File: src/common/vst_defines.svh
//////////////////////////////////////////////////
// Sizing of the vector store unit
// Lane count and beat width are tied to 32-bit elements
//////////////////////////////////////////////////

`ifndef VST_DEFINES_SVH
`define VST_DEFINES_SVH

// Lanes and register slices
`define VST_NR_LANES    4
`define VST_LANE_W      2
`define VST_NR_ROWS     16
`define VST_ROW_W       4
`define VST_ELEM_W      32

// Store queue and bus
`define VST_QUEUE_DEPTH 4
`define VST_MAX_BURST   4
`define VST_BEATS_W     3
`define VST_BUS_W       64
`define VST_ADDR_W      32
`define VST_ID_W        2
`define VST_VL_W        7

`endif
File: src/common/vst_pkg.sv
//////////////////////////////////////////////////
// Types shared by the vector store unit
//////////////////////////////////////////////////

`default_nettype none

package vst_pkg;

  //////////////////////////////////////////////////
  // Opcodes
  //////////////////////////////////////////////////

  // Plain store writes all elements below vl
  typedef enum logic {
    OP_STORE        = 1'b0,
    OP_STORE_MASKED = 1'b1
  } vst_op_e;

  //////////////////////////////////////////////////
  // Address generator
  //////////////////////////////////////////////////

  typedef enum logic [1:0] {
    AG_IDLE  = 2'd0,
    AG_BURST = 2'd1,
    AG_WAIT  = 2'd2
  } vst_ag_state_e;

endpackage

`default_nettype wire

File: src/source/vst_top.sv
//////////////////////////////////////////////////
// Vector store unit, unit-stride 32-bit elements
// Addresses must be 8-byte aligned
//////////////////////////////////////////////////

`timescale 1ns/10ps
`default_nettype none
`include "vst_defines.svh"

module vst_top import vst_pkg::*; (
  input  logic                     clk_i,
  input  logic                     rst_ni,
  input  logic                     vrf_we_i,
  input  logic [`VST_LANE_W-1:0]   vrf_lane_i,
  input  logic [`VST_ROW_W-1:0]    vrf_row_i,
  input  logic [`VST_ELEM_W-1:0]   vrf_wdata_i,
  input  logic                     vrf_wmask_i,
  input  logic                     req_valid_i,
  input  vst_op_e                  req_op_i,
  input  logic [`VST_ID_W-1:0]     req_id_i,
  input  logic [`VST_ROW_W-1:0]    req_row_i,
  input  logic [`VST_VL_W-1:0]     req_vl_i,
  input  logic [`VST_ADDR_W-1:0]   req_addr_i,
  output logic                     req_ready_o,
  output logic                     aw_valid_o,
  output logic [`VST_ADDR_W-1:0]   aw_addr_o,
  output logic [7:0]               aw_len_o,
  input  logic                     aw_ready_i,
  output logic                     w_valid_o,
  output logic [`VST_BUS_W-1:0]    w_data_o,
  output logic [`VST_BUS_W/8-1:0]  w_strb_o,
  output logic                     w_last_o,
  input  logic                     w_ready_i,
  input  logic                     b_valid_i,
  output logic                     b_ready_o,
  output logic                     done_valid_o,
  output logic [`VST_ID_W-1:0]     done_id_o,
  output logic                     store_pending_o
);

  // Issue view
  logic                   iss_valid, iss_done;
  vst_op_e                iss_op;
  logic [`VST_VL_W-1:0]   iss_vl;
  logic [`VST_ADDR_W-1:0] iss_addr;

  // Row reads and lane operands
  logic                                      rd_valid;
  logic [`VST_ROW_W-1:0]                     rd_row;
  logic [`VST_NR_LANES-1:0]                  rd_ready;
  logic [`VST_NR_LANES-1:0][`VST_ELEM_W-1:0] op_data;
  logic [`VST_NR_LANES-1:0]                  op_mask, op_valid;
  logic                                      op_ready;

  // Bursts
  logic                    bst_valid, bst_done;
  logic [`VST_BEATS_W-1:0] bst_beats;

  vst_insn_queue i_insn_queue (
    .clk_i           (clk_i),
    .rst_ni          (rst_ni),
    .req_valid_i     (req_valid_i),
    .req_op_i        (req_op_i),
    .req_id_i        (req_id_i),
    .req_row_i       (req_row_i),
    .req_vl_i        (req_vl_i),
    .req_addr_i      (req_addr_i),
    .req_ready_o     (req_ready_o),
    .iss_valid_o     (iss_valid),
    .iss_op_o        (iss_op),
    .iss_vl_o        (iss_vl),
    .iss_addr_o      (iss_addr),
    .iss_done_i      (iss_done),
    .rd_valid_o      (rd_valid),
    .rd_row_o        (rd_row),
    .rd_ready_i      (rd_ready),
    .b_valid_i       (b_valid_i),
    .b_ready_o       (b_ready_o),
    .done_valid_o    (done_valid_o),
    .done_id_o       (done_id_o),
    .store_pending_o (store_pending_o)
  );

  // Element i sits in lane i mod 4
  for (genvar l = 0; l < `VST_NR_LANES; l++) begin : gen_lanes
    vst_lane #(
      .LaneIdx (l)
    ) i_lane (
      .clk_i       (clk_i),
      .rst_ni      (rst_ni),
      .vrf_we_i    (vrf_we_i),
      .vrf_lane_i  (vrf_lane_i),
      .vrf_row_i   (vrf_row_i),
      .vrf_wdata_i (vrf_wdata_i),
      .vrf_wmask_i (vrf_wmask_i),
      .rd_valid_i  (rd_valid),
      .rd_row_i    (rd_row),
      .rd_ready_o  (rd_ready[l]),
      .op_data_o   (op_data[l]),
      .op_mask_o   (op_mask[l]),
      .op_valid_o  (op_valid[l]),
      .op_ready_i  (op_ready)
    );
  end

  vst_addrgen i_addrgen (
    .clk_i       (clk_i),
    .rst_ni      (rst_ni),
    .iss_valid_i (iss_valid),
    .iss_vl_i    (iss_vl),
    .iss_addr_i  (iss_addr),
    .aw_valid_o  (aw_valid_o),
    .aw_addr_o   (aw_addr_o),
    .aw_len_o    (aw_len_o),
    .aw_ready_i  (aw_ready_i),
    .bst_valid_o (bst_valid),
    .bst_beats_o (bst_beats),
    .bst_done_i  (bst_done)
  );

  vst_beat_packer i_beat_packer (
    .clk_i       (clk_i),
    .rst_ni      (rst_ni),
    .iss_valid_i (iss_valid),
    .iss_op_i    (iss_op),
    .iss_vl_i    (iss_vl),
    .iss_done_o  (iss_done),
    .op_data_i   (op_data),
    .op_mask_i   (op_mask),
    .op_valid_i  (op_valid),
    .op_ready_o  (op_ready),
    .bst_valid_i (bst_valid),
    .bst_beats_i (bst_beats),
    .bst_done_o  (bst_done),
    .w_valid_o   (w_valid_o),
    .w_data_o    (w_data_o),
    .w_strb_o    (w_strb_o),
    .w_last_o    (w_last_o),
    .w_ready_i   (w_ready_i)
  );

endmodule

`default_nettype wire

File: src/vstu/vst_beat_packer.sv
//////////////////////////////////////////////////
// Packs two 32-bit lane words into each 64-bit beat
// No register on the data path, W follows the operands
//////////////////////////////////////////////////

`timescale 1ns/10ps
`default_nettype none
`include "vst_defines.svh"

module vst_beat_packer import vst_pkg::*; (
  input  logic                                       clk_i,
  input  logic                                       rst_ni,
  input  logic                                       iss_valid_i,
  input  vst_op_e                                    iss_op_i,
  input  logic [`VST_VL_W-1:0]                       iss_vl_i,
  output logic                                       iss_done_o,
  input  logic [`VST_NR_LANES-1:0][`VST_ELEM_W-1:0]  op_data_i,
  input  logic [`VST_NR_LANES-1:0]                   op_mask_i,
  input  logic [`VST_NR_LANES-1:0]                   op_valid_i,
  output logic                                       op_ready_o,
  input  logic                                       bst_valid_i,
  input  logic [`VST_BEATS_W-1:0]                    bst_beats_i,
  output logic                                       bst_done_o,
  output logic                                       w_valid_o,
  output logic [`VST_BUS_W-1:0]                      w_data_o,
  output logic [`VST_BUS_W/8-1:0]                    w_strb_o,
  output logic                                       w_last_o,
  input  logic                                       w_ready_i
);

  localparam int unsigned ElemsPerBeat = `VST_BUS_W / `VST_ELEM_W;
  localparam int unsigned ElemBytes    = `VST_ELEM_W / 8;

  // Beat counters and the half-word select
  logic [`VST_VL_W-1:0]    st_beat_q, st_beats;
  logic [`VST_BEATS_W-1:0] bst_beat_q;
  logic                    half_q;
  logic                    fire, bst_last, st_last;

  assign st_beats  = (iss_vl_i + `VST_VL_W'(1)) >> 1;
  assign w_valid_o = iss_valid_i && (&op_valid_i) && bst_valid_i;
  assign fire      = w_valid_o && w_ready_i;
  assign bst_last  = (bst_beat_q == bst_beats_i - `VST_BEATS_W'(1));
  assign st_last   = (st_beat_q == st_beats - `VST_VL_W'(1));
  assign w_last_o  = bst_last;

  // Pop the row after its upper half or at the end of the store
  assign op_ready_o = fire && (half_q || st_last);
  assign bst_done_o = fire && bst_last;
  assign iss_done_o = fire && st_last;

  //////////////////////////////////////////////////
  // Data and strobes
  //////////////////////////////////////////////////

  always_comb begin : p_pack
    logic [`VST_LANE_W-1:0] lane;
    logic [`VST_VL_W-1:0]   elem;
    w_data_o = '0;
    w_strb_o = '0;
    for (int h = 0; h < ElemsPerBeat; h++) begin
      lane = `VST_LANE_W'(ElemsPerBeat * half_q + h);
      elem = `VST_VL_W'(ElemsPerBeat * st_beat_q + h);
      // Tail elements and masked-off elements stay zero
      if ((elem < iss_vl_i) && ((iss_op_i == OP_STORE) || op_mask_i[lane])) begin
        w_data_o[h*`VST_ELEM_W +: `VST_ELEM_W] = op_data_i[lane];
        w_strb_o[h*ElemBytes +: ElemBytes]     = '1;
      end
    end
  end

  always_ff @(posedge clk_i or negedge rst_ni) begin
    if (!rst_ni) begin
      st_beat_q  <= '0;
      bst_beat_q <= '0;
      half_q     <= 1'b0;
    end else if (fire) begin
      if (st_last) begin
        st_beat_q <= '0;
        half_q    <= 1'b0;
      end else begin
        st_beat_q <= st_beat_q + `VST_VL_W'(1);
        half_q    <= ~half_q;
      end
      if (bst_last) begin
        bst_beat_q <= '0;
      end else begin
        bst_beat_q <= bst_beat_q + `VST_BEATS_W'(1);
      end
    end
  end

endmodule

`default_nettype wire

File: src/vstu/vst_addrgen.sv
//////////////////////////////////////////////////
// AW bursts of up to four beats, no 4 KB split
// A burst reaches the packer only after its AW handshake
//////////////////////////////////////////////////

`timescale 1ns/10ps
`default_nettype none
`include "vst_defines.svh"

module vst_addrgen import vst_pkg::*; (
  input  logic                     clk_i,
  input  logic                     rst_ni,
  input  logic                     iss_valid_i,
  input  logic [`VST_VL_W-1:0]     iss_vl_i,
  input  logic [`VST_ADDR_W-1:0]   iss_addr_i,
  output logic                     aw_valid_o,
  output logic [`VST_ADDR_W-1:0]   aw_addr_o,
  output logic [7:0]               aw_len_o,
  input  logic                     aw_ready_i,
  output logic                     bst_valid_o,
  output logic [`VST_BEATS_W-1:0]  bst_beats_o,
  input  logic                     bst_done_i
);

  localparam int unsigned BurstBytes = `VST_MAX_BURST * `VST_BUS_W / 8;

  vst_ag_state_e          state_q;
  // Beats still without an AW, and beats not yet written
  logic [`VST_VL_W-1:0]   aw_left_q, bst_left_q, iss_beats;
  logic [`VST_ADDR_W-1:0] aw_addr_q;
  logic [`VST_BEATS_W-1:0] aw_beats;

  assign iss_beats = (iss_vl_i + `VST_VL_W'(1)) >> 1;

  // Only the last burst may be short
  assign aw_beats    = (aw_left_q < `VST_VL_W'(`VST_MAX_BURST)) ?
                       `VST_BEATS_W'(aw_left_q) : `VST_BEATS_W'(`VST_MAX_BURST);
  assign bst_beats_o = (bst_left_q < `VST_VL_W'(`VST_MAX_BURST)) ?
                       `VST_BEATS_W'(bst_left_q) : `VST_BEATS_W'(`VST_MAX_BURST);

  assign aw_valid_o  = (state_q == AG_BURST);
  assign aw_addr_o   = aw_addr_q;
  assign aw_len_o    = 8'(aw_beats) - 8'd1;
  // Some burst has its AW out but is not written yet
  assign bst_valid_o = (state_q != AG_IDLE) && (bst_left_q > aw_left_q);

  always_ff @(posedge clk_i or negedge rst_ni) begin
    if (!rst_ni) begin
      state_q    <= AG_IDLE;
      aw_left_q  <= '0;
      bst_left_q <= '0;
      aw_addr_q  <= '0;
    end else begin
      case (state_q)
        AG_IDLE: begin
          if (iss_valid_i) begin
            aw_left_q  <= iss_beats;
            bst_left_q <= iss_beats;
            aw_addr_q  <= iss_addr_i;
            state_q    <= AG_BURST;
          end
        end
        AG_BURST: begin
          if (aw_ready_i) begin
            aw_left_q <= aw_left_q - `VST_VL_W'(aw_beats);
            aw_addr_q <= aw_addr_q + `VST_ADDR_W'(BurstBytes);
            if (aw_left_q == `VST_VL_W'(aw_beats)) begin
              state_q <= AG_WAIT;
            end
          end
        end
        AG_WAIT: begin
          // Store drained once the final burst is written
          if (bst_done_i && (bst_left_q == `VST_VL_W'(bst_beats_o))) begin
            state_q <= AG_IDLE;
          end
        end
        default: state_q <= AG_IDLE;
      endcase
      if (bst_valid_o && bst_done_i) begin
        bst_left_q <= bst_left_q - `VST_VL_W'(bst_beats_o);
      end
    end
  end

endmodule

`default_nettype wire

File: src/vstu/vst_lane.sv
//////////////////////////////////////////////////
// One lane slice with a two-entry operand buffer
// A read and a write to the same row see the old word
//////////////////////////////////////////////////

`timescale 1ns/10ps
`default_nettype none
`include "vst_defines.svh"

module vst_lane #(
  parameter int unsigned LaneIdx = 0
) (
  input  logic                    clk_i,
  input  logic                    rst_ni,
  input  logic                    vrf_we_i,
  input  logic [`VST_LANE_W-1:0]  vrf_lane_i,
  input  logic [`VST_ROW_W-1:0]   vrf_row_i,
  input  logic [`VST_ELEM_W-1:0]  vrf_wdata_i,
  input  logic                    vrf_wmask_i,
  input  logic                    rd_valid_i,
  input  logic [`VST_ROW_W-1:0]   rd_row_i,
  output logic                    rd_ready_o,
  output logic [`VST_ELEM_W-1:0]  op_data_o,
  output logic                    op_mask_o,
  output logic                    op_valid_o,
  input  logic                    op_ready_i
);

  localparam int unsigned BufDepth = 2;

  // Register slice, one element and its mask bit per row
  logic [`VST_ELEM_W-1:0] data_mem [`VST_NR_ROWS];
  logic                   mask_mem [`VST_NR_ROWS];

  logic [`VST_ELEM_W-1:0] buf_data_q [BufDepth];
  logic                   buf_mask_q [BufDepth];
  logic                   wr_pnt_q, rd_pnt_q;
  logic [1:0]             cnt_q;
  logic                   push, pop;

  assign rd_ready_o = (cnt_q != 2'(BufDepth));
  assign op_valid_o = (cnt_q != '0);
  assign op_data_o  = buf_data_q[rd_pnt_q];
  assign op_mask_o  = buf_mask_q[rd_pnt_q];
  assign push       = rd_valid_i && rd_ready_o;
  assign pop        = op_valid_o && op_ready_i;

  always_ff @(posedge clk_i) begin
    if (vrf_we_i && (vrf_lane_i == `VST_LANE_W'(LaneIdx))) begin
      data_mem[vrf_row_i] <= vrf_wdata_i;
      mask_mem[vrf_row_i] <= vrf_wmask_i;
    end
    // Row lands in the buffer at the read edge
    if (push) begin
      buf_data_q[wr_pnt_q] <= data_mem[rd_row_i];
      buf_mask_q[wr_pnt_q] <= mask_mem[rd_row_i];
    end
  end

  always_ff @(posedge clk_i or negedge rst_ni) begin
    if (!rst_ni) begin
      wr_pnt_q <= 1'b0;
      rd_pnt_q <= 1'b0;
      cnt_q    <= '0;
    end else begin
      wr_pnt_q <= wr_pnt_q ^ push;
      rd_pnt_q <= rd_pnt_q ^ pop;
      cnt_q    <= cnt_q + 2'(push) - 2'(pop);
    end
  end

endmodule

`default_nettype wire

File: src/vstu/vst_insn_queue.sv
//////////////////////////////////////////////////
// Store queue of four entries, retired in order
// B error codes are not looked at
// Row reads restart only once the issuing store is done
//////////////////////////////////////////////////

`timescale 1ns/10ps
`default_nettype none
`include "vst_defines.svh"

module vst_insn_queue import vst_pkg::*; (
  input  logic                     clk_i,
  input  logic                     rst_ni,
  input  logic                     req_valid_i,
  input  vst_op_e                  req_op_i,
  input  logic [`VST_ID_W-1:0]     req_id_i,
  input  logic [`VST_ROW_W-1:0]    req_row_i,
  input  logic [`VST_VL_W-1:0]     req_vl_i,
  input  logic [`VST_ADDR_W-1:0]   req_addr_i,
  output logic                     req_ready_o,
  output logic                     iss_valid_o,
  output vst_op_e                  iss_op_o,
  output logic [`VST_VL_W-1:0]     iss_vl_o,
  output logic [`VST_ADDR_W-1:0]   iss_addr_o,
  input  logic                     iss_done_i,
  output logic                     rd_valid_o,
  output logic [`VST_ROW_W-1:0]    rd_row_o,
  input  logic [`VST_NR_LANES-1:0] rd_ready_i,
  input  logic                     b_valid_i,
  output logic                     b_ready_o,
  output logic                     done_valid_o,
  output logic [`VST_ID_W-1:0]     done_id_o,
  output logic                     store_pending_o
);

  localparam int unsigned PntW = $clog2(`VST_QUEUE_DEPTH);
  localparam int unsigned CntW = PntW + 1;

  // Entry payload
  vst_op_e                op_q     [`VST_QUEUE_DEPTH];
  logic [`VST_ID_W-1:0]   id_q     [`VST_QUEUE_DEPTH];
  logic [`VST_ROW_W-1:0]  row_q    [`VST_QUEUE_DEPTH];
  logic [`VST_VL_W-1:0]   vl_q     [`VST_QUEUE_DEPTH];
  logic [`VST_ADDR_W-1:0] addr_q   [`VST_QUEUE_DEPTH];
  logic [`VST_VL_W-1:0]   bursts_q [`VST_QUEUE_DEPTH];

  // Pointers for the accept, issue and commit phases
  logic [PntW-1:0]      accept_pnt_q, issue_pnt_q, commit_pnt_q;
  logic [CntW-1:0]      issue_cnt_q, commit_cnt_q;
  logic [`VST_VL_W-1:0] rd_cnt_q, resp_cnt_q;
  logic [`VST_VL_W-1:0] req_beats, req_bursts, iss_rows;
  logic                 accept, issue_adv, rd_fire, b_fire, retire, done_valid_q;
  logic [`VST_ID_W-1:0] done_id_q;

  assign req_ready_o     = (commit_cnt_q != CntW'(`VST_QUEUE_DEPTH));
  assign store_pending_o = (commit_cnt_q != '0);
  assign accept          = req_valid_i && req_ready_o;

  // Two elements per beat, then bursts of MAX_BURST beats
  assign req_beats  = (req_vl_i + `VST_VL_W'(1)) >> 1;
  assign req_bursts = (req_beats + `VST_VL_W'(`VST_MAX_BURST - 1)) >> $clog2(`VST_MAX_BURST);

  //////////////////////////////////////////////////
  // Issue view and row reads
  //////////////////////////////////////////////////

  assign iss_valid_o = (issue_cnt_q != '0);
  assign iss_op_o    = op_q[issue_pnt_q];
  assign iss_vl_o    = vl_q[issue_pnt_q];
  assign iss_addr_o  = addr_q[issue_pnt_q];
  assign issue_adv   = iss_valid_o && iss_done_i;

  // One row holds one element per lane
  assign iss_rows   = (vl_q[issue_pnt_q] + `VST_VL_W'(`VST_NR_LANES - 1)) >>
                      $clog2(`VST_NR_LANES);
  assign rd_valid_o = iss_valid_o && (rd_cnt_q < iss_rows);
  assign rd_row_o   = row_q[issue_pnt_q] + `VST_ROW_W'(rd_cnt_q);
  assign rd_fire    = rd_valid_o && (&rd_ready_i);

  //////////////////////////////////////////////////
  // Responses
  //////////////////////////////////////////////////

  // Every store in the queue may still see responses
  assign b_ready_o    = store_pending_o;
  assign b_fire       = b_valid_i && b_ready_o;
  assign retire       = b_fire && (resp_cnt_q + `VST_VL_W'(1) == bursts_q[commit_pnt_q]);
  assign done_valid_o = done_valid_q;
  assign done_id_o    = done_id_q;

  always_ff @(posedge clk_i or negedge rst_ni) begin
    if (!rst_ni) begin
      accept_pnt_q <= '0;
      issue_pnt_q  <= '0;
      commit_pnt_q <= '0;
      issue_cnt_q  <= '0;
      commit_cnt_q <= '0;
      rd_cnt_q     <= '0;
      resp_cnt_q   <= '0;
      done_valid_q <= 1'b0;
    end else begin
      accept_pnt_q <= accept_pnt_q + PntW'(accept);
      issue_pnt_q  <= issue_pnt_q + PntW'(issue_adv);
      commit_pnt_q <= commit_pnt_q + PntW'(retire);
      issue_cnt_q  <= issue_cnt_q + CntW'(accept) - CntW'(issue_adv);
      commit_cnt_q <= commit_cnt_q + CntW'(accept) - CntW'(retire);
      // Row counter restarts for the next issuing store
      if (issue_adv) begin
        rd_cnt_q <= '0;
      end else if (rd_fire) begin
        rd_cnt_q <= rd_cnt_q + `VST_VL_W'(1);
      end
      if (retire) begin
        resp_cnt_q <= '0;
      end else if (b_fire) begin
        resp_cnt_q <= resp_cnt_q + `VST_VL_W'(1);
      end
      done_valid_q <= retire;
    end
  end

  always_ff @(posedge clk_i) begin
    if (accept) begin
      op_q[accept_pnt_q]     <= req_op_i;
      id_q[accept_pnt_q]     <= req_id_i;
      row_q[accept_pnt_q]    <= req_row_i;
      vl_q[accept_pnt_q]     <= req_vl_i;
      addr_q[accept_pnt_q]   <= req_addr_i;
      bursts_q[accept_pnt_q] <= req_bursts;
    end
    if (retire) begin
      done_id_q <= id_q[commit_pnt_q];
    end
  end

endmodule

`default_nettype wire

File: config.mk
export PLATFORM = sky130hd
export DESIGN_NAME = vst_top
export DESIGN_NICKNAME = d
export VERILOG_FILES = /design/src/common/vst_pkg.sv /design/src/source/vst_top.sv /design/src/vstu/vst_beat_packer.sv /design/src/vstu/vst_addrgen.sv /design/src/vstu/vst_lane.sv /design/src/vstu/vst_insn_queue.sv
export VERILOG_INCLUDE_DIRS = /design/src /design/src/common
export SDC_FILE = /design/constraint.sdc
export NUM_CORES = 2
export LEC_CHECK = 0
export BUFFER_PORTS_ARGS = -buffer_cell sky130_fd_sc_hd__buf_2
export CAP_MARGIN = 20
export CORE_MARGIN = 2
export CORE_UTILIZATION = 39
export CTS_BUF_LIST = sky130_fd_sc_hd__clkbuf_4
export DETAILED_ROUTE_END_ITERATION = 8
export PLACE_DENSITY = 0.61
export SYNTH_ARGS = -nofsm -noshare
export SYNTH_HDL_FRONTEND = slang
export SYNTH_SLANG_ARGS = --single-unit
File: constraint.sdc
create_clock -name clk_i -period 12.95 [get_ports clk_i]
set_clock_uncertainty 0.05 [all_clocks]
set_input_delay 0 -clock clk_i [delete_from_list [all_inputs] [get_ports clk_i]]
set_output_delay 0 -clock clk_i [all_outputs]
set_load 0.05 [all_outputs]
# [Yosys cells after proc, flatten, opt, wreduce, memory -nomap -nowiden]
# Memories as Yosys holds them, arrays and structs flattened. A register that Yosys moved wholly into a read port is not among the register bits.
# Cells that the tools add are included.
[totals] reg_bits=102 ram_bits=2580 out_inout_bits=121 elab_cells=221 memories=22
[mem_list] memory="gen_lanes[0].i_lane.data_mem" words=16 width=32 rd=1 rd_clocked_by_memory_dff=0 wr=1 line_no="vst_lane.sv:32" source="logic [`VST_ELEM_W-1:0] data_mem [`VST_NR_ROWS];"
[mem_list] memory="gen_lanes[1].i_lane.data_mem" words=16 width=32 rd=1 rd_clocked_by_memory_dff=0 wr=1 line_no="vst_lane.sv:32"
[mem_list] memory="gen_lanes[2].i_lane.data_mem" words=16 width=32 rd=1 rd_clocked_by_memory_dff=0 wr=1 line_no="vst_lane.sv:32"
[mem_list] memory="gen_lanes[3].i_lane.data_mem" words=16 width=32 rd=1 rd_clocked_by_memory_dff=0 wr=1 line_no="vst_lane.sv:32"
[mem_list] memory="i_insn_queue.addr_q" words=4 width=32 rd=1 rd_clocked_by_memory_dff=0 wr=1 line_no="vst_insn_queue.sv:44" source="logic [`VST_ADDR_W-1:0] addr_q [`VST_QUEUE_DEPTH];"
[mem_list] memory="gen_lanes[0].i_lane.buf_data_q" words=2 width=32 rd=1 rd_clocked_by_memory_dff=0 wr=1 line_no="vst_lane.sv:35" source="logic [`VST_ELEM_W-1:0] buf_data_q [BufDepth];"
[mem_list] memory="16 more memories"
[op_classes] addsub=32 magnitude_cmp=8 n_eq_ne=19 n_mux=52 bitwise_logic=10 n_reduce_logical=51
[op_table] cell="32-bit 2-to-1 mux" n=7
[op_table] cell="32-bit binary-select mux with 2-bit select" n=1
[op_table] cell="32-bit one-hot mux with 2 select lines" n=1
[op_table] cell="7-bit 2-to-1 mux" n=9
[op_table] cell="7-bit by 1-bit adder with 7-bit output, second input constant" n=6
[op_table] cell="32-bit by 6-bit adder with 32-bit output, second input constant" n=1
[op_table] cell="1-bit logical AND" n=29
[op_table] cell="1-bit 2-to-1 mux" n=22
[op_table] cell="2-bit nonzero test" n=10
[op_table] cell="2-bit by 1-bit adder with 2-bit output" n=7
[op_table] cell="7-bit by 3-bit == test with 1-bit output" n=2
[op_table] cell="7-bit == test" n=2
[op_table] cell="7-bit by 3-bit < comparator with 1-bit output, second input constant" n=2
[op_table] cell="7-bit < comparator" n=2
[op_table] cell="7-bit one-hot mux with 2 select lines" n=1
[op_table] cell="7-bit by 3-bit subtractor with 7-bit output" n=2
[op_table] cell="4-bit AND reduction" n=3
[op_table] cell="3-bit 2-to-1 mux" n=3
[op_table] cell="2-bit 2-to-1 mux" n=4
[op_table] cell="4-bit 2-to-1 mux" n=2
[op_table] cell="2-bit by 1-bit inequality test with 1-bit output, second input constant" n=4
[op_table] cell="2-bit inequality test, second input constant" n=4
[op_table] cell="2-bit by 1-bit subtractor with 2-bit output" n=4
[op_table] cell="1-bit XOR" n=8
[op_table] cell="other kinds (25)" n=36

# [Longest topological paths before layout]
[depth] word_depth=9 mapped_depth=17

# [Hierarchy]
# Synthesis repeated with hierarchy kept, for this count alone.
[hier_totals] hier_cells=5017 hier_area_um2=105157.1
[modules_own_cells] mod="vst_lane at gen_lanes[1].i_lane ..." n_inst=2 cells_per_inst=959 area_each_um2=22581.7 seq_area_each_um2=17937.2
[modules_own_cells] mod="vst_lane at gen_lanes[0].i_lane" n_inst=1 cells_per_inst=956 area_each_um2=22570.4 seq_area_each_um2=17937.2
[modules_own_cells] mod="vst_lane at gen_lanes[3].i_lane" n_inst=1 cells_per_inst=956 area_each_um2=22566.6 seq_area_each_um2=17937.2
[modules_own_cells] mod="vst_insn_queue" n_inst=1 cells_per_inst=466 area_each_um2=9278.9 seq_area_each_um2=6861.6
[modules_own_cells] mod="vst_addrgen" n_inst=1 cells_per_inst=392 area_each_um2=3209.3 seq_area_each_um2=1201.2
[modules_own_cells] mod="vst_beat_packer" n_inst=1 cells_per_inst=329 area_each_um2=2368.5 seq_area_each_um2=275.3

# [Worst setup path before layout]
# No wires, ideal clock.
[synth_path] path_kind="register to register" startpoint="reg i_insn_queue.commit_cnt_q[1]" endpoint="mem i_insn_queue.addr_q[0][0] (netlist bit) (enable)" t_arrival_ns=4.938 path_slack_ns=7.429 path_stages_with_launch=5 synth_period_minus_slack_ns=5.521 cell_sequence="dfrtp_1 > nor2_1 > nand2_1 > and2_0 > nor3b_1"
[synth_between] elab_chain_cells=4
[synth_rtl] element="from (decl)" line_no="vst_insn_queue.sv:49" source="logic [CntW-1:0] issue_cnt_q, commit_cnt_q;"
[synth_rtl] element="from (signal assigned)" line_no="vst_insn_queue.sv:106" source="commit_cnt_q <= commit_cnt_q + CntW'(accept) - CntW'(retire);"
[synth_rtl] element="3-bit inequality test" line_no="vst_insn_queue.sv:55" source="assign req_ready_o = (commit_cnt_q != CntW'(`VST_QUEUE_DEPTH));"
[synth_rtl] element="net req_ready_o" line_no="vst_top.sv:24" source="output logic req_ready_o,"
[synth_rtl] element="1-bit logical AND" line_no="vst_insn_queue.sv:57" source="assign accept = req_valid_i && req_ready_o;"
[synth_rtl] element="1-bit 2-to-1 mux" line_no="vst_insn_queue.sv:123" source="if (accept) begin"
[synth_rtl] element="1-bit 2-to-1 mux (implied by the code)" line_no="vst_insn_queue.sv:128" source="addr_q[accept_pnt_q] <= req_addr_i;"
[synth_rtl] element="to (decl)" line_no="vst_insn_queue.sv:44"
# The timed path passes the listed nets, and every way through them passes these cells.

# [Final worst setup path]
[layout_path] startpoint="reg i_insn_queue.issue_pnt_q[0]" endpoint="mem gen_lanes[0].i_lane.buf_data_q[0][29] (netlist bit), data pin"
[layout_between] elab_chain_cells=3
[layout_rtl] element="from (decl)" line_no="vst_insn_queue.sv:48" source="logic [PntW-1:0] accept_pnt_q, issue_pnt_q, commit_pnt_q;"
[layout_rtl] element="from (signal assigned)" line_no="vst_insn_queue.sv:103" source="issue_pnt_q <= issue_pnt_q + PntW'(issue_adv);"
[layout_rtl] element="memory read 4 x 4 bit"
[layout_rtl] element="4-bit adder" line_no="vst_insn_queue.sv:77" source="assign rd_row_o = row_q[issue_pnt_q] + `VST_ROW_W'(rd_cnt_q);"
[layout_rtl] element="memory read 16 x 32 bit"
[layout_rtl] element="to (decl)" line_no="vst_lane.sv:35"
# Every way passes these cells.

==> run_results.csv <==
group,metric,value,unit
timing,rsz0062_at_grt,"no",
synth,synthAdderAreaFrac,0.7389,%
global_route,antenna_found_initial,28,
drt,drc,0,
setup_path,regToRegEndpoint,"gen_lanes[0].i_lane.buf_data_q[0][29]$_DFFE_PP_",
setup_path,r2r_cells,12,
timing,max_slew_margin,27.79,%
clock_tree,clock_sinks,2684,
floorplanning,core_area,267400,um^2
floorplanning,die_x,522.0,um
synth,synth_mux_area_share,13.20,%
drt,vias,56199,
clock_tree,cts.reportedPaths.clkPinSlew,0.07,ns
drt,wl_per_cell,26.54,um
synth,synth_compound_area_share,2.872,%
synth,async_reset_ff_share,3.800,%
drt,drt_wl_total,271.9,mm
cells_and_area,drive_gt1_share,30.54,%
cells_and_area,area_delta_synth_final,15.28,%
drt,ant_nets,0,
setup_path,critPathCaptureType,"flop",
placement,hpwl,135.5,mm
timing,worst_pin_slew,1.077,ns
clock_tree,cts_buffers,652,
synth,synth_edf_count,2582,
cells_and_area,regArea,80100,um^2
timing,finalCriticalPeriod,6.027,ns
cells_and_area,mostFrequentLayoutCells,"2582 x edfxtp_1, 930 x clkbuf_4, 624 x nand2_1",
clock_tree,cts_tree,"built",
synth,ys_seq_area_share,76.53,%
placement,portBuffers,212,
setup_path,worstPathRequired,13.80,ns
pwr,power.density,259.9,nW/um^2
global_route,grt_pass1_wl,389.7,mm
global_route,grt.overflow.total,0,
timing,period_share,46.54,%
timing,final_hold_viol_count,0,
synth,syn_area,104700,um^2
setup_path,cp.arrival,6.87,ns
cells_and_area,multi_input_area,23750,um^2
timing,setup_tns,0,ns
floorplanning,die_area,272500,um^2
floorplanning,rows,190,
timing,fmax,165.9,MHz
synth,synth-simple-area-share,4.691,%
clock_tree,clk_latency,1.21,ns
timing,slew_violations,0,
global_route,grt_max_degree,133,
cells_and_area,final_common_cell,"edfxtp_1",
setup_path,r2r_slack,6.92,ns
synth,synth_top_family_by_area,"multiplexers",
setup_path,path_cells,"buf_4 -> mux4_2 -> ha_4 -> inv_1 -> fa_4 -> buf_4 -> buf_4 -> buf_4 -> mux4_2 -> nand2_1 -> and3_1 -> a31oi_1",
setup_path,critical-path-slowest-cell,"fa_4",
cells_and_area,nets,6432,
floorplanning,fp.dieH,522.0,um
global_route,track_usage,19.69,%
drt,first_pass_iters,5,
min_path,hold_path_class,"input port to flop",
clock_tree,cts_root_buffer,"clkbuf_4",
synth,ys.flop_type,"edfxtp_1",
drt,via_per_inst,5.486,
min_path,min_to,"i_insn_queue.addr_q[0][2]$_DFFE_PP_",
clock_tree,h-tree-depth,6,
synth,synth.distinct_cells,79,
run,max-cap-violations,0,
setup_path,critical_path.startpoint_type,"flop",
min_path,worstHoldStart,"req_addr_i[2]",
setup_path,reg2reg_from,"i_insn_queue.issue_pnt_q[0]$_DFF_PN0_",
drt,drt_iter0_drc,5954,
cells_and_area,fillers,22991,
floorplanning,io_pins,213,
setup_path,cp_top_family,"buffers and inverters",
placement,gp_congestion,0.7934,
outcome,status,"finished clean",
setup_path,max_stage_delay,1.28,ns
clock_tree,clock_path_buffers,4,
setup_path,worst-path-buf-inv,5,
global_route,grt_pass1_vias,57852,
synth,synth.ff_latch_count,2684,
synth,synth.avg_cell_area,19.52,um^2
pwr,p_leak,0.04000,uW
setup_path,critical_path_class,"flop to flop",
setup_path,crit_top_cell,"buf_4",
floorplanning,start_util,39.13,%
pwr,power,31350,uW
min_path,worstHoldPathCells,3,
setup_path,crit_fanout,63,
synth,synthXorXnorAreaFrac,0.6038,%
synth,yosys_warnings,0,
pwr,max-vdd-ir-drop,0.0004808,V
setup_path,crit_cells,12,
timing,final-setup-viol-count,0,
synth,netlist_instances,5362,
[logic make-up (layout without fill, tap and decap cells)]
logic type      after synthesis  in the layout
flops                      2684           2684
simple gates               1084           1084
mux                         656            656
compound gates              450            450
buf+inv                     360           1684
xor+xnor                     67             67
fa+ha+maj                    60             60
other cells                   1              7
[final cells by class]
type,count,share of cell area (%)
antenna,5,0.01037
multi-input combinational,2319,19.69
timing repair buffer,557,3.530
sequential,2684,66.40
clock buffer,928,5.775
tap,3552,3.684
clock inverter,133,0.6990
inverter,66,0.2168
[through the flow]
stage                     hold WS (ns)  utilization, %  std cells  instance area (um^2)  setup slack, ns
after floorplan                -0.3456               -       5363                104700            7.429
after global placement         0.07237           41.45       8984                110900            6.880
after detailed placement       0.07572           41.46       8986                110900            6.840
after CTS                     0.001498           45.09      10235                120600            6.888
after global routing           0.06381           45.11      10241                120600            6.716
final                           0.1058           45.11      10244                120600            6.923
[where the power goes]
group          switching [uW]  internal [uW]  total (uW)  leakage (uW)
registers                 253          10600       10900        0.0245
clock network            3210           3480        6700       0.00469
logic                    8690           5070       13800        0.0108
total                   12200          19200       31400        0.0400
[synth_stat cells, types with 8 or more instances]
cell type,instances,area [um^2]
nand3_1,34,170.2
a21o_1,9,67.56
and2_1,8,50.05
nor2_1,121,454.2
dfrtp_1,102,2552
xor2_1,19,166.4
nand2b_1,8,50.05
mux2i_1,74,740.7
mux4_2,579,13040
o21ai_0,59,295.3
a31oi_1,139,869.6
nand2_1,624,2342
o22ai_1,17,106.4
and3_1,149,932.1
nor2b_1,76,475.5
inv_1,62,232.7
buf_4,11,82.58
nor4_1,9,56.30
xnor2_1,45,394.1
ha_1,57,713.2
edfxtp_1,2582,77530
nor3_1,23,115.1
clkbuf_1,209,784.5
a21oi_1,46,230.2
buf_1,66,247.7
a211oi_1,130,975.9
[flip-flops by register name, indices dropped and copies added, names as in the netlist, 8 cells and up]
| register | count |
|---|---|
| i_insn_queue.id_q | 8 |
| i_insn_queue.vl_q | 28 |
| i_insn_queue.bursts_q | 20 |
| i_insn_queue.addr_q | 128 |
| gen_lanes.i_lane.cnt_q | 8 |
| gen_lanes.i_lane.buf_data_q | 256 |
| gen_lanes.i_lane.mask_mem | 64 |
| gen_lanes.i_lane.buf_mask_q | 8 |
| i_insn_queue.row_q | 16 |
| gen_lanes.i_lane.data_mem | 2048 |
| i_addrgen.aw_addr_o | 32 |
[per-layer routing]
metal / global-route usage, % / vias to the layer above / routed length [um]
met4: 6.489 / 20 / 7520
li1: - / 23851 / -
met5: 0 / - / 128
met2: 32.57 / 2583 / 133600
met1: 25.80 / 29325 / 106900
met3: 4.369 / 420 / 23660
[worst max-delay path by stage]
stage | from | endpoint
2_1_floorplan | i_insn_queue.commit_cnt_q[1]$_DFF_PN0_ | i_insn_queue.addr_q[0][0]$_DFFE_PP_
3_3_place_gp | i_insn_queue.issue_pnt_q[0]$_DFF_PN0_ | gen_lanes[0].i_lane.buf_data_q[0][27]$_DFFE_PP_
3_5_place_dp | i_insn_queue.issue_pnt_q[0]$_DFF_PN0_ | gen_lanes[0].i_lane.buf_data_q[0][10]$_DFFE_PP_
4_1_cts | i_insn_queue.issue_pnt_q[0]$_DFF_PN0_ | gen_lanes[0].i_lane.buf_data_q[0][15]$_DFFE_PP_
5_1_grt | i_insn_queue.issue_pnt_q[0]$_DFF_PN0_ | gen_lanes[0].i_lane.buf_data_q[1][29]$_DFFE_PP_
6_report | i_insn_queue.issue_pnt_q[0]$_DFF_PN0_ | gen_lanes[0].i_lane.buf_data_q[0][29]$_DFFE_PP_
[tightest hold or removal path: stages]
cell	delay [ns]
dlygate4sd3_1	0.51
buf_2	0.10
dlygate4sd3_1	0.61
[what timing repair did]
action	in CTS	in global routing
hold endpoints to repair	4698	0
setup buffers	0	0
hold buffers	188	0
gates resized for setup	0	0
Power figures use the tool's default switching activity.
